===== src/rtl/pivot_row_pkg.sv =====
package pivot_row_pkg;

    // data widths
    localparam int coef_w = 16;                  // signed pivot / rhs value
    localparam int idx_w  = 16;                  // row index and row count
    localparam int prod_w = 2 * coef_w;          // full cross product

    // candidate buffer
    localparam int fifo_depth  = 4;
    localparam int fifo_ptr_w  = $clog2(fifo_depth);
    localparam int fifo_cnt_w  = $clog2(fifo_depth + 1);   // must hold fifo_depth itself

    // candidate entry, {idx, pivot, rhs} from msb down
    localparam int cand_w       = idx_w + 2 * coef_w;
    localparam int cand_rhs_lsb = 0;
    localparam int cand_piv_lsb = coef_w;
    localparam int cand_idx_lsb = 2 * coef_w;

    // wishbone word addresses, any read returns status
    localparam logic adr_count = 1'b0;           // load row count, start search
    localparam logic adr_row   = 1'b1;           // one row word

    // status word bits
    localparam int stat_done_bit  = 31;
    localparam int stat_found_bit = 30;

    typedef logic signed [coef_w-1:0] coef_t;
    typedef logic        [idx_w-1:0]  idx_t;
    typedef logic signed [prod_w-1:0] prod_t;

endpackage


===== src/rtl/candidate_fifo.sv =====
`timescale 1ns/1ps

module candidate_fifo (
    input  logic                             clk,
    input  logic                             resetn,
    input  logic                             push,
    input  logic [pivot_row_pkg::cand_w-1:0] push_data,
    input  logic                             pop,
    output logic [pivot_row_pkg::cand_w-1:0] pop_data,
    output logic                             full,
    output logic                             empty
);
    import pivot_row_pkg::*;

    logic [cand_w-1:0]     mem [fifo_depth];
    logic [fifo_ptr_w-1:0] wr_ptr;
    logic [fifo_ptr_w-1:0] rd_ptr;
    logic [fifo_cnt_w-1:0] count;           // entries held
    logic                  do_push;
    logic                  do_pop;

    assign full     = (count == fifo_cnt_w'(fifo_depth));
    assign empty    = (count == '0);
    assign do_push  = push && !full;        // overflow ignored
    assign do_pop   = pop && !empty;
    assign pop_data = mem[rd_ptr];          // head visible the cycle after push

    always_ff @(posedge clk) begin
        if (!resetn) begin
            wr_ptr <= '0;
            rd_ptr <= '0;
            count  <= '0;
        end else begin
            if (do_push) begin
                wr_ptr <= (wr_ptr == fifo_ptr_w'(fifo_depth - 1)) ? '0 : wr_ptr + 1'b1;
            end
            if (do_pop) begin
                rd_ptr <= (rd_ptr == fifo_ptr_w'(fifo_depth - 1)) ? '0 : rd_ptr + 1'b1;
            end
            case ({do_push, do_pop})
                2'b10:   count <= count + 1'b1;
                2'b01:   count <= count - 1'b1;
                default: count <= count;    // both or neither
            endcase
        end
    end

    always_ff @(posedge clk) begin
        if (do_push) begin
            mem[wr_ptr] <= push_data;
        end
    end

endmodule


===== src/rtl/pivot_row_select.sv =====
`timescale 1ns/1ps

module pivot_row_select (
    input  logic        clk,
    input  logic        resetn,
    input  logic        wb_cyc,
    input  logic        wb_stb,
    input  logic        wb_we,
    input  logic        wb_adr,
    input  logic [31:0] wb_dat_w,
    output logic [31:0] wb_dat_r,
    output logic        wb_ack
);
    import pivot_row_pkg::*;

    logic              push;         // screener -> fifo
    logic [cand_w-1:0] push_data;
    logic              full;
    logic              empty;        // fifo -> tracker
    logic [cand_w-1:0] pop_data;
    logic              pop;
    logic              search_start; // screener -> tracker
    logic              rows_all_in;
    logic              done;         // tracker -> status read
    logic              found;
    idx_t              best_idx;

    row_screener u_row_screener (
        .clk          (clk),
        .resetn       (resetn),
        .wb_cyc       (wb_cyc),
        .wb_stb       (wb_stb),
        .wb_we        (wb_we),
        .wb_adr       (wb_adr),
        .wb_dat_w     (wb_dat_w),
        .wb_dat_r     (wb_dat_r),
        .wb_ack       (wb_ack),
        .full         (full),
        .done         (done),
        .found        (found),
        .best_idx     (best_idx),
        .push         (push),
        .push_data    (push_data),
        .search_start (search_start),
        .rows_all_in  (rows_all_in)
    );

    candidate_fifo u_candidate_fifo (
        .clk       (clk),
        .resetn    (resetn),
        .push      (push),
        .push_data (push_data),
        .pop       (pop),
        .pop_data  (pop_data),
        .full      (full),
        .empty     (empty)
    );

    ratio_tracker u_ratio_tracker (
        .clk          (clk),
        .resetn       (resetn),
        .empty        (empty),
        .pop_data     (pop_data),
        .search_start (search_start),
        .rows_all_in  (rows_all_in),
        .pop          (pop),
        .done         (done),
        .found        (found),
        .best_idx     (best_idx)
    );

endmodule


===== src/rtl/ratio_tracker.sv =====
`timescale 1ns/1ps

module ratio_tracker (
    input  logic                             clk,
    input  logic                             resetn,
    input  logic                             empty,
    input  logic [pivot_row_pkg::cand_w-1:0] pop_data,
    input  logic                             search_start,
    input  logic                             rows_all_in,
    output logic                             pop,
    output logic                             done,
    output logic                             found,
    output pivot_row_pkg::idx_t              best_idx
);
    import pivot_row_pkg::*;

    idx_t  cand_idx;
    coef_t cand_piv;
    coef_t cand_rhs;
    coef_t best_piv;                 // pivot of current best row
    coef_t best_rhs;                 // rhs of current best row
    logic  s1_valid;                 // stage one holds a candidate
    prod_t s1_prod_new;              // new rhs * best pivot
    prod_t s1_prod_best;             // best rhs * new pivot
    idx_t  s1_idx;
    coef_t s1_piv;
    coef_t s1_rhs;
    logic  take_new;

    assign cand_idx = pop_data[cand_idx_lsb +: idx_w];
    assign cand_piv = pop_data[cand_piv_lsb +: coef_w];
    assign cand_rhs = pop_data[cand_rhs_lsb +: coef_w];

    // one in flight, next pop sees the updated best
    assign pop = !empty && !s1_valid;

    // pivots are positive so rhs_n/piv_n < rhs_b/piv_b iff rhs_n*piv_b < rhs_b*piv_n
    // strict less keeps the earlier row on a tie
    assign take_new = s1_valid && (!found || (s1_prod_new < s1_prod_best));

    always_ff @(posedge clk) begin
        if (!resetn) begin
            s1_valid <= 1'b0;
            found    <= 1'b0;
            best_idx <= '0;
            done     <= 1'b0;
        end else if (search_start) begin
            s1_valid <= 1'b0;        // flush anything left from an old search
            found    <= 1'b0;
            best_idx <= '0;
            done     <= 1'b0;
        end else begin
            s1_valid <= pop;
            if (take_new) begin      // stage two commits as stage one retires
                found    <= 1'b1;
                best_idx <= s1_idx;
            end
            // pipeline drained and no more rows coming
            if (rows_all_in && empty && !s1_valid) begin
                done <= 1'b1;
            end
        end
    end

    always_ff @(posedge clk) begin
        if (pop) begin
            s1_prod_new  <= cand_rhs * best_piv;
            s1_prod_best <= best_rhs * cand_piv;
            s1_idx       <= cand_idx;
            s1_piv       <= cand_piv;
            s1_rhs       <= cand_rhs;
        end
        if (take_new) begin
            best_piv <= s1_piv;
            best_rhs <= s1_rhs;
        end
    end

endmodule


===== src/rtl/row_screener.sv =====
`timescale 1ns/1ps

module row_screener (
    input  logic                             clk,
    input  logic                             resetn,
    input  logic                             wb_cyc,
    input  logic                             wb_stb,
    input  logic                             wb_we,
    input  logic                             wb_adr,
    input  logic [31:0]                      wb_dat_w,
    output logic [31:0]                      wb_dat_r,
    output logic                             wb_ack,
    input  logic                             full,
    input  logic                             done,
    input  logic                             found,
    input  pivot_row_pkg::idx_t              best_idx,
    output logic                             push,
    output logic [pivot_row_pkg::cand_w-1:0] push_data,
    output logic                             search_start,
    output logic                             rows_all_in
);
    import pivot_row_pkg::*;

    idx_t        row_count;                      // rows expected this search
    idx_t        row_idx;                        // index of next row word
    logic        search_live;                    // a count has been written
    logic        req;
    logic        count_wr;
    logic        row_wr;
    logic        rd;
    coef_t       row_piv;
    coef_t       row_rhs;
    logic        row_pass;
    logic [31:0] stat_word;

    // new request only while not already acking, keeps ack to one cycle
    assign req      = wb_cyc && wb_stb && !wb_ack;
    assign count_wr = req && wb_we && (wb_adr == adr_count);
    assign row_wr   = req && wb_we && (wb_adr == adr_row) && !full;   // stall on full fifo
    assign rd       = req && !wb_we;

    assign row_piv = wb_dat_w[2*coef_w-1:coef_w];                // pivot in upper half
    assign row_rhs = wb_dat_w[coef_w-1:0];                       // rhs in lower half

    // simplex rule, rows past the count are acked but dropped
    assign row_pass = (row_piv > 0) && (row_rhs >= 0) && (row_idx < row_count);

    always_comb begin
        stat_word                 = '0;
        stat_word[stat_done_bit]  = done;
        stat_word[stat_found_bit] = found;
        stat_word[idx_w-1:0]      = found ? best_idx : '0;   // index only valid with found
    end

    always_ff @(posedge clk) begin
        if (!resetn) begin
            wb_ack       <= 1'b0;
            push         <= 1'b0;
            search_start <= 1'b0;
            rows_all_in  <= 1'b0;
            search_live  <= 1'b0;
            row_count    <= '0;
            row_idx      <= '0;
        end else begin
            wb_ack       <= count_wr || row_wr || rd;   // ack one cycle after stb
            push         <= row_wr && row_pass;         // lands with the ack
            search_start <= count_wr;
            if (count_wr) begin
                row_count   <= wb_dat_w[idx_w-1:0];
                row_idx     <= '0;
                search_live <= 1'b1;
                rows_all_in <= 1'b0;                    // old level dropped with the new search
            end else begin
                if (row_wr) begin
                    row_idx <= row_idx + 1'b1;          // skipped rows still count
                end
                // sampled after the ack cycle so the last push is already in the fifo
                rows_all_in <= search_live && (row_idx >= row_count);
            end
        end
    end

    // candidate and read data, held until next use
    always_ff @(posedge clk) begin
        if (row_wr) begin
            push_data[cand_idx_lsb +: idx_w]  <= row_idx;
            push_data[cand_piv_lsb +: coef_w] <= row_piv;
            push_data[cand_rhs_lsb +: coef_w] <= row_rhs;
        end
        if (rd) begin
            wb_dat_r <= stat_word;
        end
    end

endmodule


===== config.mk =====
export PLATFORM = sky130hd
export DESIGN_NAME = pivot_row_select
export DESIGN_NICKNAME = d
export VERILOG_FILES = /design/src/rtl/pivot_row_pkg.sv /design/src/rtl/candidate_fifo.sv /design/src/rtl/pivot_row_select.sv /design/src/rtl/ratio_tracker.sv /design/src/rtl/row_screener.sv
export SDC_FILE = /design/constraint.sdc
export NUM_CORES = 2
export LEC_CHECK = 0
export BUFFER_PORTS_ARGS = -buffer_cell sky130_fd_sc_hd__buf_2
export CAP_MARGIN = 20
export CORE_MARGIN = 2
export CORE_UTILIZATION = 45
export CTS_BUF_LIST = sky130_fd_sc_hd__clkbuf_8
export DETAILED_ROUTE_END_ITERATION = 10
export SYNTH_ARGS = -nofsm -noshare
export SYNTH_HDL_FRONTEND = slang
export SYNTH_HIERARCHICAL = 1
export SYNTH_SLANG_ARGS = --single-unit

===== constraint.sdc =====
create_clock -name clk -period 7.1 [get_ports clk]
set_clock_uncertainty 0.15 [all_clocks]
set_input_delay 0.355 -clock clk [delete_from_list [all_inputs] [get_ports clk]]
set_output_delay 0.355 -clock clk [all_outputs]
set_load 0.01 [all_outputs]

==> out/summary.txt <==
Relative max-transition margin: 31.9%
Worst-margin pin slew: 1020 ps
Sequential Power Share: 50.9%
Core area: 81,800 sq um
Ant diodes: 0
Power density of the placed cells: 141 nW/um^2
Final setup vio count: 0
Port bufs: 56
Die area: 84,700 sq um
Die X: 291 microns
1st-pass router iterations: 6
Worst setup EP type: flip-flop
First-pass GRT wire length: 135 mm
Most frequent cells in the layout: inv_1, fa_1, edfxtp_1, nand2_1, and2_1
Post-synthesis register bit count: 467
Vias: 23,001
Max Cap Viol: 0
Fin Hold WS: 99.1 ps
Vias per inst: 5.12
Total gr overflow: 0
RSZ-0062 raised after global routing: yes
Layout cell share with drive strength beyond 1: 13.4%
Root Driver: clkbuf_8
DR WL/cell: 19.0 microns
Met2 Resource Use GR: 36.7%
Post-synth top flop: edfxtp_1
Seq/Total Area, Yosys: 36.1%
Final hold viol count: 0
Post-route design area: 41,800 sq um
Final min period: 7030 ps
H-tree depth reported by CTS: 3
Number of synthesized flops with an enable pin: 402
Starting Density: 45.3%
FFs w/ async S/R, synth: 0%
Initial DRC Count: 1,377
Pint: 0.00443 W
Initial antenna violation count: 2
CP max FO: 9
Synth warnings: 6
NetSw: 0.00145 W
GP Congestion: 0.887
Area growth syn-to-layout: 12.7%
Remaining antenna violation count: 0
Reg-to-reg slack, setup: 70 ps
Sw frac: 24.7%
Clock transition at path regs: 60 ps
Reg2reg path depth: 24
Met3 Use GR: 2.86%
Site Rows: 105
Met1 GRT Util: 25.8%
Setup CP Type: reg -> reg
Fill cells: 7,178
Worst Hold Class: in -> reg
Inst Count DP: 4,277
DRC viols: 0
Combinational share of power: 10.1%
CTS tree: yes
Synthesized area: 37,100 sq um
Hold Crit Start: resetn
CTS Buf Count: 78
Placed instance area: 39,200 sq um
Vias in the first global route: 25,299
Post-route insts no fill: 4,489
Die height: 291 microns
Total Power: 0.00588 W
Outcome: complete, no violations
Commonest non-fill, non-tap cell in the layout: inv_1
Critical R2R Capture: u_ratio_tracker/s1_prod_new[25]
Pleak: 18.0 nW
Clk pwr share: 39.0%
Period utilization: 99.0%
Largest net degree at the start of global routing: 78
Crit path launch type: flip-flop
Maximum vdd drop: 162 uV
Mapped Cells: 3,126
Busiest grt layer: met2
Worst path required time: 7350 ps
Final Slew Violations: 0
Worst Hold Depth: 2
# IOs: 71
Longest Clk Path Bufs: 3
Mean post-synth cell area: 11.9 sq um
Hold path endpoint: u_row_screener/search_live
DP Wirelength: 64.7 mm
Post-synth cell types: 74
GRT Resource Usage Total: 20.4%
Worst EP arrival: 7270 ps
Clk sinks: 467
Final WL: 85.3 mm
Nets: 4,136
FMAX: 142 MHz
Clock latency on the worst-skew pair: 660 ps
## area by class of cell
type	count	area, sq um	share of cell area (%)
inverters	635	2380	5.71
flip-flops and latches	467	13400	32.0
multi-input cells	1929	21200	50.8
well taps	1070	1340	3.21
clock buffers	83	1140	2.74
clock inverters	61	360	0.863
repair buffers	244	1950	4.67
## synth_stat cells, types with 3 or more instances
cell type | n | area [sq um]
a2111oi_0 | 3 | 26.3
a211o_1 | 3 | 26.3
a211oi_1 | 12 | 90.1
a21boi_0 | 17 | 128
a21o_1 | 25 | 188
a21oi_1 | 48 | 240
a31o_2 | 3 | 26.3
a31oi_1 | 5 | 31.3
and2_1 | 277 | 1730
and3_1 | 8 | 50.1
and4_1 | 5 | 43.8
buf_2 | 5 | 25.0
buf_4 | 18 | 135
buf_6 | 7 | 78.8
clkbuf_1 | 79 | 297
dfxtp_1 | 65 | 1300
edfxtp_1 | 402 | 12100
fa_1 | 525 | 10500
ha_1 | 218 | 2730
inv_1 | 635 | 2380
mux2i_1 | 19 | 190
mux4_2 | 48 | 1080
nand2_1 | 328 | 1230
nand2b_1 | 13 | 81.3
nand3_1 | 24 | 120
nand4_1 | 17 | 106
nor2_1 | 71 | 267
nor2_2 | 3 | 18.8
nor2b_1 | 8 | 50.1
nor3_1 | 28 | 140
nor3b_1 | 5 | 37.5
nor4_1 | 4 | 25.0
o211ai_1 | 5 | 37.5
o21a_1 | 14 | 105
o21ai_0 | 35 | 175
o21bai_1 | 8 | 60.1
o221ai_1 | 3 | 26.3
o31ai_1 | 6 | 45.0
or3_1 | 7 | 43.8
xnor2_1 | 65 | 569
xor2_1 | 17 | 149
## logic make-up after synthesis
logic type	count (synthesis)	synth area share (%)
adders and majority gates	743	35.7
DFF	467	36.1
and+or+nand+nor	811	11.1
AOI/OAI and AO/OA	211	3.90
buffers and inverters	744	7.88
muxes	67	3.43
xor gates and xnor gates	82	1.94
other	1	0.0101
## power by group through the flow
stage | clock network [W] | registers [W] | logic (W)
2_1_floorplan | 0 | 0.00305 | 0.000382
3_3_place_gp | 0 | 0.00305 | 0.000518
3_5_place_dp | 0 | 0.00305 | 0.000528
4_1_cts | 0.00237 | 0.00299 | 0.000554
5_1_grt | 0.00249 | 0.00299 | 0.000662
6_report | 0.00230 | 0.00299 | 0.000592
## metrics by stage
step | setup TNS [ps] | utilization (%) | setup WS [ps]
global route | -642 | 51.0 | -164
floorplan | 0 | - | 43.3
CTS | -6.51 | 50.3 | -6.51
detailed placement | -163 | 47.9 | -65.4
finish | 0 | 51.0 | 73.4
global placement | 0 | 47.9 | 7.49
## repair_timing
item                       in CTS  in global routing
setup endpoints to repair       7                 18
hold endpoints to repair       50                  0
gates resized for setup        12                 90
setup buffers                  10                 23
hold buffers                   34                  0
pin swaps                       3                 35
cloned                          0                  1
## worst max-delay path by stage
stage                          from                               end  slack, ps  depth (start not counted)
after global routing      flip-flop   u_ratio_tracker/s1_prod_new[31]       -160                         22
after CTS                 flip-flop   u_ratio_tracker/s1_prod_new[31]         -7                         22
final                     flip-flop   u_ratio_tracker/s1_prod_new[25]         70                         24
after global placement    flip-flop  u_ratio_tracker/s1_prod_best[31]          7                         22
after floorplan           flip-flop   u_ratio_tracker/s1_prod_new[25]         40                         25
after detailed placement  flip-flop   u_ratio_tracker/s1_prod_new[31]        -70                         21
## metal layers
metal / vias up / part of all wire, %
li1: 10413 / -
met1: 11927 / 42
met2: 537 / 52
met3: 124 / 4.3
met4: 0 / 2.3
met5: - / 0
## critical path, cell delays in order, from the launching register on
cell,delay [ps]
dfxtp_4,350
buf_12,140
buf_12,150
buf_4,150
mux4_2,540
and2_1,190
fa_1,500
inv_1,90
fa_1,550
inv_1,50
fa_1,500
fa_1,430
fa_1,490
inv_1,50
fa_1,470
inv_1,40
ha_1,270
and4_1,230
a31o_2,260
a21oi_2,180
o221ai_4,190
a311o_1,330
a31o_1,230
a21oi_2,140
xnor2_1,70
## flip-flops by register name, summed over array words and instances (netlist names), named ones only
signal                        count
u_ratio_tracker/done              1
u_row_screener/wb_ack             1
u_ratio_tracker/s1_idx           16
u_row_screener/rows_all_in        1
u_ratio_tracker/s1_prod_best     32
u_candidate_fifo/rd_ptr           2
u_ratio_tracker/s1_piv           16
u_candidate_fifo/mem            192
u_ratio_tracker/s1_valid          1
u_row_screener/search_start       1
u_ratio_tracker/best_idx         16
u_row_screener/search_live        1
u_candidate_fifo/count            3
u_ratio_tracker/s1_prod_new      32
u_row_screener/push_data         48
u_row_screener/push               1
u_ratio_tracker/best_rhs         16
u_row_screener/row_count         16
u_row_screener/row_idx           16
u_ratio_tracker/s1_rhs           16
u_ratio_tracker/best_piv         16
u_ratio_tracker/found             1
u_candidate_fifo/wr_ptr           2
u_row_screener/wb_dat_r          18
(Power assumes the default switching activity.)
